**src/rtl/rv32im_pkg.sv**
```systemverilog
`default_nettype none

package rv32im_pkg;

  // datapath width, the shifter is built for exactly 32 bits
  localparam int xlen = 32;

  // destination register number carried with every result
  localparam int tag_w = 5;

  // restoring divider produces one quotient bit per step
  localparam int div_steps = 32;
  // width of the divide step counter
  localparam int div_cnt_w = $clog2(div_steps);

  // execute operations
  // bit 4 clear routes to the alu, low nibble follows the funct7/funct3 style codes
  // bit 4 set routes to the multiply/divide unit
  typedef enum logic [4:0] {
    op_add    = 5'b00000,
    op_sll    = 5'b00001,
    op_slt    = 5'b00010,
    op_sltu   = 5'b00011,
    op_xor    = 5'b00100,
    op_srl    = 5'b00101,
    op_or     = 5'b00110,
    op_and    = 5'b00111,
    op_sub    = 5'b01000,
    op_sra    = 5'b01101,
    // m extension, bit 2 set marks the divide group
    op_mul    = 5'b10000,
    op_mulh   = 5'b10001,
    op_mulhsu = 5'b10010,
    op_mulhu  = 5'b10011,
    op_div    = 5'b10100,
    op_divu   = 5'b10101,
    op_rem    = 5'b10110,
    op_remu   = 5'b10111
  } exec_op_e;

  // multiply/divide sequencer
  typedef enum logic [2:0] {
    md_idle,
    md_mul,
    md_div,
    md_fix,
    md_done
  } md_state_e;

endpackage

`default_nettype wire

```
**src/rtl/rv32im_alu.sv**
```systemverilog
`timescale 1ns/1ns
`default_nettype none

module rv32im_alu (
  input  wire                          clk_i,
  input  wire                          rst_n_i,
  input  wire                          clear_i,
  input  wire                          alu_issue_i,
  input  wire rv32im_pkg::exec_op_e    op_i,
  input  wire [rv32im_pkg::xlen-1:0]   operand1_i,
  input  wire [rv32im_pkg::xlen-1:0]   operand2_i,
  input  wire [rv32im_pkg::tag_w-1:0]  tag_i,
  output logic                         alu_valid_o,
  output logic [rv32im_pkg::xlen-1:0]  alu_result_o,
  output logic [rv32im_pkg::tag_w-1:0] alu_tag_o,
  output logic                         equal_o,
  output logic                         less_o,
  output logic                         less_signed_o
);

  // mirror a word end to end so the right shifter can also shift left
  function automatic logic [rv32im_pkg::xlen-1:0] bit_rev(
    input logic [rv32im_pkg::xlen-1:0] v
  );
    logic [rv32im_pkg::xlen-1:0] r;
    for (int i = 0; i < rv32im_pkg::xlen; i++) begin
      r[i] = v[rv32im_pkg::xlen-1-i];
    end
    return r;
  endfunction

  logic [rv32im_pkg::xlen:0]          diff;
  logic                               less;
  logic                               less_signed;
  logic                               equal;
  logic                               is_sll;
  logic                               is_sra;
  logic [rv32im_pkg::xlen-1:0]        shift_in;
  logic signed [rv32im_pkg::xlen:0]   shift_ext;
  logic signed [rv32im_pkg::xlen:0]   shift_full;
  logic [rv32im_pkg::xlen-1:0]        shift_right;
  logic [rv32im_pkg::xlen-1:0]        shift_left;
  logic [rv32im_pkg::xlen-1:0]        result_d;

  // one 33-bit subtract, the top bit is the unsigned borrow
  assign diff = {1'b0, operand1_i} - {1'b0, operand2_i};
  assign less = diff[rv32im_pkg::xlen];
  assign equal = (diff[rv32im_pkg::xlen-1:0] == '0);
  // differing signs decide directly, otherwise the borrow does
  assign less_signed = (operand1_i[rv32im_pkg::xlen-1] ^ operand2_i[rv32im_pkg::xlen-1]) ?
                       operand1_i[rv32im_pkg::xlen-1] : less;

  assign is_sll = (op_i == rv32im_pkg::op_sll);
  assign is_sra = (op_i == rv32im_pkg::op_sra);

  // reversed input for sll, fill bit is the sign only for sra
  assign shift_in = is_sll ? bit_rev(operand1_i) : operand1_i;
  assign shift_ext = {is_sra & operand1_i[rv32im_pkg::xlen-1], shift_in};
  assign shift_full = shift_ext >>> operand2_i[$clog2(rv32im_pkg::xlen)-1:0];
  assign shift_right = shift_full[rv32im_pkg::xlen-1:0];
  // undo the reversal for sll
  assign shift_left = bit_rev(shift_right);

  always_comb begin
    case (op_i)
      rv32im_pkg::op_add:  result_d = operand1_i + operand2_i;
      rv32im_pkg::op_sub:  result_d = diff[rv32im_pkg::xlen-1:0];
      rv32im_pkg::op_slt:  result_d = {{(rv32im_pkg::xlen-1){1'b0}}, less_signed};
      rv32im_pkg::op_sltu: result_d = {{(rv32im_pkg::xlen-1){1'b0}}, less};
      rv32im_pkg::op_and:  result_d = operand1_i & operand2_i;
      rv32im_pkg::op_or:   result_d = operand1_i | operand2_i;
      rv32im_pkg::op_xor:  result_d = operand1_i ^ operand2_i;
      rv32im_pkg::op_sll:  result_d = shift_left;
      rv32im_pkg::op_srl:  result_d = shift_right;
      rv32im_pkg::op_sra:  result_d = shift_right;
      // m operations never reach this unit
      default:             result_d = '0;
    endcase
  end

  // valid strobe and branch flags
  always_ff @(posedge clk_i or negedge rst_n_i) begin
    if (!rst_n_i) begin
      alu_valid_o   <= 1'b0;
      equal_o       <= 1'b0;
      less_o        <= 1'b0;
      less_signed_o <= 1'b0;
    end else if (clear_i) begin
      alu_valid_o   <= 1'b0;
      equal_o       <= 1'b0;
      less_o        <= 1'b0;
      less_signed_o <= 1'b0;
    end else begin
      alu_valid_o <= alu_issue_i;
      // flags hold their value between alu issues
      if (alu_issue_i) begin
        equal_o       <= equal;
        less_o        <= less;
        less_signed_o <= less_signed;
      end
    end
  end

  // result and tag, zeroed by a flush
  always_ff @(posedge clk_i) begin
    if (clear_i) begin
      alu_result_o <= '0;
      alu_tag_o    <= '0;
    end else if (alu_issue_i) begin
      alu_result_o <= result_d;
      alu_tag_o    <= tag_i;
    end
  end

endmodule

`default_nettype wire

```
**src/rtl/rv32im_exec_unit.sv**
```systemverilog
`timescale 1ns/1ns
`default_nettype none

module rv32im_exec_unit (
  input  wire                          clk_i,
  input  wire                          rst_n_i,
  input  wire                          clear_i,
  input  wire                          issue_i,
  input  wire rv32im_pkg::exec_op_e    op_i,
  input  wire [rv32im_pkg::xlen-1:0]   operand1_i,
  input  wire [rv32im_pkg::xlen-1:0]   operand2_i,
  input  wire [rv32im_pkg::tag_w-1:0]  tag_i,
  output logic                         result_valid_o,
  output logic [rv32im_pkg::xlen-1:0]  result_o,
  output logic [rv32im_pkg::tag_w-1:0] result_tag_o,
  output logic                         equal_o,
  output logic                         less_o,
  output logic                         less_signed_o,
  output logic                         busy_o
);

  logic                         alu_issue;
  logic                         md_issue;
  logic                         alu_valid;
  logic [rv32im_pkg::xlen-1:0]  alu_result;
  logic [rv32im_pkg::tag_w-1:0] alu_tag;
  logic                         md_valid;
  logic [rv32im_pkg::xlen-1:0]  md_result;
  logic [rv32im_pkg::tag_w-1:0] md_tag;
  logic                         md_hold;

  // bit 4 of the opcode picks the unit
  assign alu_issue = issue_i && !op_i[4];
  assign md_issue = issue_i && op_i[4];

  rv32im_alu u_alu (
    .clk_i         (clk_i),
    .rst_n_i       (rst_n_i),
    .clear_i       (clear_i),
    .alu_issue_i   (alu_issue),
    .op_i          (op_i),
    .operand1_i    (operand1_i),
    .operand2_i    (operand2_i),
    .tag_i         (tag_i),
    .alu_valid_o   (alu_valid),
    .alu_result_o  (alu_result),
    .alu_tag_o     (alu_tag),
    .equal_o       (equal_o),
    .less_o        (less_o),
    .less_signed_o (less_signed_o)
  );

  rv32im_muldiv u_muldiv (
    .clk_i       (clk_i),
    .rst_n_i     (rst_n_i),
    .clear_i     (clear_i),
    .md_issue_i  (md_issue),
    .op_i        (op_i),
    .operand1_i  (operand1_i),
    .operand2_i  (operand2_i),
    .tag_i       (tag_i),
    .md_hold_i   (md_hold),
    .md_valid_o  (md_valid),
    .md_result_o (md_result),
    .md_tag_o    (md_tag),
    .busy_o      (busy_o)
  );

  // single tagged result stream
  rv32im_wb_merge u_wb_merge (
    .clk_i          (clk_i),
    .rst_n_i        (rst_n_i),
    .clear_i        (clear_i),
    .alu_valid_i    (alu_valid),
    .alu_result_i   (alu_result),
    .alu_tag_i      (alu_tag),
    .md_valid_i     (md_valid),
    .md_result_i    (md_result),
    .md_tag_i       (md_tag),
    .md_hold_o      (md_hold),
    .result_valid_o (result_valid_o),
    .result_o       (result_o),
    .result_tag_o   (result_tag_o)
  );

endmodule

`default_nettype wire

```
**src/rtl/rv32im_muldiv.sv**
```systemverilog
`timescale 1ns/1ns
`default_nettype none

module rv32im_muldiv (
  input  wire                          clk_i,
  input  wire                          rst_n_i,
  input  wire                          clear_i,
  input  wire                          md_issue_i,
  input  wire rv32im_pkg::exec_op_e    op_i,
  input  wire [rv32im_pkg::xlen-1:0]   operand1_i,
  input  wire [rv32im_pkg::xlen-1:0]   operand2_i,
  input  wire [rv32im_pkg::tag_w-1:0]  tag_i,
  input  wire                          md_hold_i,
  output logic                         md_valid_o,
  output logic [rv32im_pkg::xlen-1:0]  md_result_o,
  output logic [rv32im_pkg::tag_w-1:0] md_tag_o,
  output logic                         busy_o
);

  localparam int w = rv32im_pkg::xlen;

  rv32im_pkg::md_state_e                state_q;
  logic [rv32im_pkg::div_cnt_w-1:0]     count_q;
  rv32im_pkg::exec_op_e                 op_q;
  logic [rv32im_pkg::tag_w-1:0]         tag_q;
  // operands with their extension bit, also keep the raw divide inputs
  logic signed [w:0]                    a_q;
  logic signed [w:0]                    b_q;
  logic signed [2*w+1:0]                product;
  // divider registers, quotient shifts in as the dividend shifts out
  logic [w-1:0]                         rem_q;
  logic [w-1:0]                         quo_q;
  logic [w-1:0]                         dsr_q;
  logic [w:0]                           shifted;
  logic [w:0]                           trial;
  logic                                 a_signed;
  logic                                 b_signed;
  logic                                 div_signed;
  logic                                 div_zero;
  logic                                 div_ovf;
  logic [w-1:0]                         quo_fix;
  logic [w-1:0]                         rem_fix;
  logic [w-1:0]                         result_q;

  // which operands count as signed at issue
  assign a_signed = (op_i == rv32im_pkg::op_mul) || (op_i == rv32im_pkg::op_mulh) ||
                    (op_i == rv32im_pkg::op_mulhsu) || (op_i == rv32im_pkg::op_div) ||
                    (op_i == rv32im_pkg::op_rem);
  assign b_signed = (op_i == rv32im_pkg::op_mul) || (op_i == rv32im_pkg::op_mulh) ||
                    (op_i == rv32im_pkg::op_div) || (op_i == rv32im_pkg::op_rem);

  // 33x33 signed multiply covers every sign combination
  assign product = a_q * b_q;

  // one restoring step
  assign shifted = {rem_q, quo_q[w-1]};
  assign trial = shifted - {1'b0, dsr_q};

  // sign handling and risc-v special cases
  assign div_signed = (op_q == rv32im_pkg::op_div) || (op_q == rv32im_pkg::op_rem);
  assign div_zero = (b_q[w-1:0] == '0);
  assign div_ovf = div_signed && (a_q[w-1:0] == {1'b1, {(w-1){1'b0}}}) &&
                   (b_q[w-1:0] == '1);

  always_comb begin
    if (div_zero) begin
      quo_fix = '1;
      rem_fix = a_q[w-1:0];
    end else if (div_ovf) begin
      quo_fix = {1'b1, {(w-1){1'b0}}};
      rem_fix = '0;
    end else begin
      // quotient negative when signs differ, remainder takes the dividend sign
      quo_fix = (div_signed && (a_q[w-1] ^ b_q[w-1])) ? -quo_q : quo_q;
      rem_fix = (div_signed && a_q[w-1]) ? -rem_q : rem_q;
    end
  end

  // sequencer
  always_ff @(posedge clk_i or negedge rst_n_i) begin
    if (!rst_n_i) begin
      state_q <= rv32im_pkg::md_idle;
      count_q <= '0;
    end else if (clear_i) begin
      // flush aborts whatever is running
      state_q <= rv32im_pkg::md_idle;
      count_q <= '0;
    end else begin
      case (state_q)
        rv32im_pkg::md_idle: begin
          count_q <= '0;
          if (md_issue_i) begin
            state_q <= op_i[2] ? rv32im_pkg::md_div : rv32im_pkg::md_mul;
          end
        end
        rv32im_pkg::md_mul: state_q <= rv32im_pkg::md_done;
        rv32im_pkg::md_div: begin
          count_q <= count_q + 1'b1;
          if (count_q == rv32im_pkg::div_cnt_w'(rv32im_pkg::div_steps - 1)) begin
            state_q <= rv32im_pkg::md_fix;
          end
        end
        rv32im_pkg::md_fix: state_q <= rv32im_pkg::md_done;
        default:            state_q <= rv32im_pkg::md_idle;
      endcase
    end
  end

  // datapath
  always_ff @(posedge clk_i) begin
    case (state_q)
      rv32im_pkg::md_idle: begin
        if (md_issue_i) begin
          op_q  <= op_i;
          tag_q <= tag_i;
          a_q   <= {a_signed & operand1_i[w-1], operand1_i};
          b_q   <= {b_signed & operand2_i[w-1], operand2_i};
          rem_q <= '0;
          // divider works on magnitudes
          quo_q <= (a_signed && operand1_i[w-1]) ? -operand1_i : operand1_i;
          dsr_q <= (b_signed && operand2_i[w-1]) ? -operand2_i : operand2_i;
        end
      end
      rv32im_pkg::md_mul: begin
        result_q <= (op_q == rv32im_pkg::op_mul) ? product[w-1:0] : product[2*w-1:w];
      end
      rv32im_pkg::md_div: begin
        // keep the difference only when it did not borrow
        rem_q <= trial[w] ? shifted[w-1:0] : trial[w-1:0];
        quo_q <= {quo_q[w-2:0], ~trial[w]};
      end
      rv32im_pkg::md_fix: begin
        result_q <= ((op_q == rv32im_pkg::op_div) || (op_q == rv32im_pkg::op_divu)) ?
                    quo_fix : rem_fix;
      end
      default: ;
    endcase
  end

  assign md_valid_o = (state_q == rv32im_pkg::md_done);
  assign md_result_o = result_q;
  assign md_tag_o = tag_q;
  // still busy while the merger keeps our result waiting
  assign busy_o = (state_q != rv32im_pkg::md_idle) || md_hold_i;

endmodule

`default_nettype wire

```
**src/rtl/rv32im_wb_merge.sv**
```systemverilog
`timescale 1ns/1ns
`default_nettype none

module rv32im_wb_merge (
  input  wire                          clk_i,
  input  wire                          rst_n_i,
  input  wire                          clear_i,
  input  wire                          alu_valid_i,
  input  wire [rv32im_pkg::xlen-1:0]   alu_result_i,
  input  wire [rv32im_pkg::tag_w-1:0]  alu_tag_i,
  input  wire                          md_valid_i,
  input  wire [rv32im_pkg::xlen-1:0]   md_result_i,
  input  wire [rv32im_pkg::tag_w-1:0]  md_tag_i,
  output logic                         md_hold_o,
  output logic                         result_valid_o,
  output logic [rv32im_pkg::xlen-1:0]  result_o,
  output logic [rv32im_pkg::tag_w-1:0] result_tag_o
);

  // one-entry hold for a muldiv result that lost to the alu
  logic                         hold_valid_q;
  logic [rv32im_pkg::xlen-1:0]  hold_result_q;
  logic [rv32im_pkg::tag_w-1:0] hold_tag_q;
  logic                         collide;

  // fresh muldiv result meets an alu result
  assign collide = alu_valid_i && md_valid_i;

  always_ff @(posedge clk_i or negedge rst_n_i) begin
    if (!rst_n_i) begin
      hold_valid_q <= 1'b0;
    end else if (clear_i) begin
      hold_valid_q <= 1'b0;
    end else if (collide) begin
      hold_valid_q <= 1'b1;
    end else if (!alu_valid_i) begin
      // held entry leaves on the first free cycle
      hold_valid_q <= 1'b0;
    end
  end

  always_ff @(posedge clk_i) begin
    if (collide) begin
      hold_result_q <= md_result_i;
      hold_tag_q    <= md_tag_i;
    end
  end

  assign md_hold_o = hold_valid_q;

  // alu first, then the held entry, then a fresh muldiv result
  always_comb begin
    if (alu_valid_i) begin
      result_o     = alu_result_i;
      result_tag_o = alu_tag_i;
    end else if (hold_valid_q) begin
      result_o     = hold_result_q;
      result_tag_o = hold_tag_q;
    end else begin
      result_o     = md_result_i;
      result_tag_o = md_tag_i;
    end
  end

  // a flush suppresses whatever is on its way out this cycle
  assign result_valid_o = !clear_i && (alu_valid_i || hold_valid_q || md_valid_i);

endmodule

`default_nettype wire

```
**config.mk**
```make
export PLATFORM = sky130hd
export DESIGN_NAME = rv32im_exec_unit
export DESIGN_NICKNAME = d
export VERILOG_FILES = /design/src/rtl/rv32im_pkg.sv /design/src/rtl/rv32im_alu.sv /design/src/rtl/rv32im_exec_unit.sv /design/src/rtl/rv32im_muldiv.sv /design/src/rtl/rv32im_wb_merge.sv
export SDC_FILE = /design/constraint.sdc
export NUM_CORES = 2
export LEC_CHECK = 0
export BUFFER_PORTS_ARGS = -buffer_cell sky130_fd_sc_hd__buf_2
export CAP_MARGIN = 25
export CORE_ASPECT_RATIO = 0.5
export CORE_MARGIN = 4
export CORE_UTILIZATION = 28
export CTS_BUF_LIST = sky130_fd_sc_hd__clkbuf_16
export CTS_CLUSTER_SIZE = 8
export DETAILED_ROUTE_END_ITERATION = 16
export PLACE_DENSITY = 0.52
export SLEW_MARGIN = 30
export SYNTH_ARGS = -nofsm -noshare
export SYNTH_HDL_FRONTEND = slang
export SYNTH_SLANG_ARGS = --single-unit
```
**constraint.sdc**
```tcl
create_clock -name clk_i -period 20 [get_ports clk_i]
set_input_delay 1 -clock clk_i [delete_from_list [all_inputs] [get_ports clk_i]]
set_output_delay 1 -clock clk_i [all_outputs]
set_load 0.03 [all_outputs]
```
==> metrics.txt <==
Slew HR 0.319; Crit Path Max Fanout 35; CP max-delay cell fa_1; most frequent cells in the layout 1265 x inv_1, 1127 x fa_1, 873 x nand2_1; Final Skew 41.7 ps; CTS buffer count 43; busiest layer in global routing met2; Syn Inst Count 6997; GP Congestion 0.968; Critical Path Most Common Cell fa_1; IO Port Bufs 119; Die Wd 677 µm; # nets final 8415; GR Util All Layers 0.199; largest net degree at the start of global routing 77; # DRC 0; vias in the first global route 51.2k; max_cap viols 0; Core Region 0.222 mm²; crit start category register; WS Path Type register to register; Seq/Total Area, Yosys 0.132; Clock Path Buffers 3; R2R depth 28; Final setup violation count 0; Syn. warnings 0; Post-Syn Nets 8550; clock-pin slew on the worst setup and hold paths 80 ps; Reg2Reg Setup Slack 10200 ps; global routing usage on met2 0.304; fin util 0.305; first-pass GRT wire length 347 mm; wire per inst 23.5 µm; final wirelength 232 mm; outcome complete, no violations; Die Y-Extent 343 µm; setup repair bufs after CTS 0; clock sink count 290; Hold WC Path Type input pin to async pin; fin crit share 0.490; Crit. Startpoint u_muldiv.b_q[6]$_DFFE_PP_; Resize count post-CTS 0; minimum clock period 9800 ps; Initial Util 0.283; drt pass-1 iters 8; Max stage delay on crit path 750 ps; Buf/Inv on CP 8; actual slew at the worst max-slew pin 1010 ps; CP top delay family adder cells; hold_ws 327 ps; Initial DRC Count 5455; most common cell after layout, fill and taps aside inv_1; FF-to-FF End u_muldiv.md_result_o[31]$_DFFE_PP_; data required time of the critical path 20440 ps; Max Clock Freq 102 MHz; register bit total from synthesis 290; syn_area_per_cell 8.97 µm²; std cell rows 122; storage element area 0.00828 mm²; Critical Path Sink Type register; Cell variety after synth 100; Vias/cell 5.11; RSZ-0062 raised after global routing false; clk root buf clkbuf_16; die area 0.232 mm²; dpl hpwl 175 mm; CTS tree yes; Critical R2R Launch u_muldiv.b_q[6]$_DFFE_PP_; FFs w/ async S/R, synth 0.0448; hold_buf cts 0; vias 50.5k; Filler cells 23.6k; Multi-input gate area 0.0482 mm²; Final Hold Viols 0; met3 GRT Util 0.0448; M1 GR Usage 0.282; Post-synth EDFFs 240; # IOs 120; area added between synthesis and finish 7.81%; post-route setup TNS 0 ps; H-tree levels 2; Pins Over Slew Limit 0; total congestion overflow 0; Post-DRT Antenna Nets 0; Cell Area, Synth 0.0627 mm²; Clock Latency Late Sink 600 ps; worst endpoint data arrival time 10240 ps; Crit path depth 28; ys flop type edfxtp_1; antenna violations before repair 21; share of layout cells above drive strength 1 0.0535
## cell families after synthesis
| kind of cell | Yosys count | synth area share |
|---|---|---|
| compound gates | 1065 | 0.107 |
| xor+xnor | 249 | 0.0348 |
| fa+ha+maj | 1475 | 0.429 |
| buf+inv | 1676 | 0.102 |
| flops | 290 | 0.132 |
| mux | 161 | 0.0338 |
| simple gates | 2081 | 0.162 |
## cell usage after synthesis, types with 29 or more instances
master | instances | share of area
dfxtp_1 | 37 | 0.012
xnor2_1 | 179 | 0.025
nand2_1 | 874 | 0.052
a21o_1 | 52 | 0.0062
inv_1 | 1250 | 0.075
mux2i_1 | 118 | 0.019
a21oi_1 | 285 | 0.023
xor2_1 | 70 | 0.0098
edfxtp_1 | 240 | 0.11
clkbuf_1 | 385 | 0.023
o21ai_0 | 308 | 0.025
nand4_1 | 29 | 0.0029
nor2_1 | 262 | 0.016
nor4_1 | 45 | 0.0045
and2_1 | 550 | 0.055
nor2b_1 | 41 | 0.0041
a211oi_1 | 43 | 0.0051
fa_1 | 1128 | 0.36
nand2b_1 | 49 | 0.0049
nand3_1 | 67 | 0.0053
ha_1 | 347 | 0.069
a22oi_1 | 33 | 0.0039
a31oi_1 | 52 | 0.0052
nor3_1 | 67 | 0.0053
## per-stage QoR
step	worst slack, ps	cells	instance area, µm²
detailed placement	10410	9793	66400
CTS	10380	9860	67600
global route	9520	9860	67600
finish	10200	9869	67600
floorplan	9370	6997	62700
global placement	10390	9793	66400
## how the worst max path moves through the flow
stage | end
after floorplan | u_muldiv.quo_q[0]$_DFFE_PP_
after global placement | u_muldiv.md_result_o[31]$_DFFE_PP_
after detailed placement | u_muldiv.md_result_o[31]$_DFFE_PP_
after CTS | u_muldiv.md_result_o[31]$_DFFE_PP_
after global routing | u_muldiv.md_result_o[31]$_DFFE_PP_
final | u_muldiv.md_result_o[31]$_DFFE_PP_
## layer usage
layer	wire length, µm	vias to the layer above
met4	7190	4
li1	-	21900
met3	21700	293
met2	100000	2119
met5	210	-
met1	102000	26100
## registers in the layout, summed over array words and instances, names as in the netlist
name	flops
u_muldiv.count_q	5
u_muldiv.quo_q	32
u_wb_merge.hold_tag_q	5
u_muldiv.md_tag_o	5
u_wb_merge.md_hold_o	1
u_alu.alu_result_o	32
u_muldiv.rem_q	32
u_alu.less_o	1
u_alu.alu_valid_o	1
u_muldiv.state_q	3
u_muldiv.a_q	33
u_alu.less_signed_o	1
u_wb_merge.hold_result_q	32
u_muldiv.op_q	5
u_alu.alu_tag_o	5
u_muldiv.md_result_o	32
u_muldiv.dsr_q	32
u_alu.equal_o	1
u_muldiv.b_q	32
## cell type report
| cell class | instances | area share |
|---|---|---|
| Antenna cell | 9 | 0.000333 |
| Clock buffer | 44 | 0.0163 |
| Clock inverter | 23 | 0.00194 |
| Inverter | 1255 | 0.0696 |
| Multi-Input combinational cell | 5031 | 0.712 |
| Sequential cell | 290 | 0.122 |
| Tap cell | 2976 | 0.0550 |
| Timing Repair Buffer | 241 | 0.0224 |
Power is left out: the tool's default activity adds up to more than one toggle a clock period on the data nets, which glitch-free logic cannot reach.
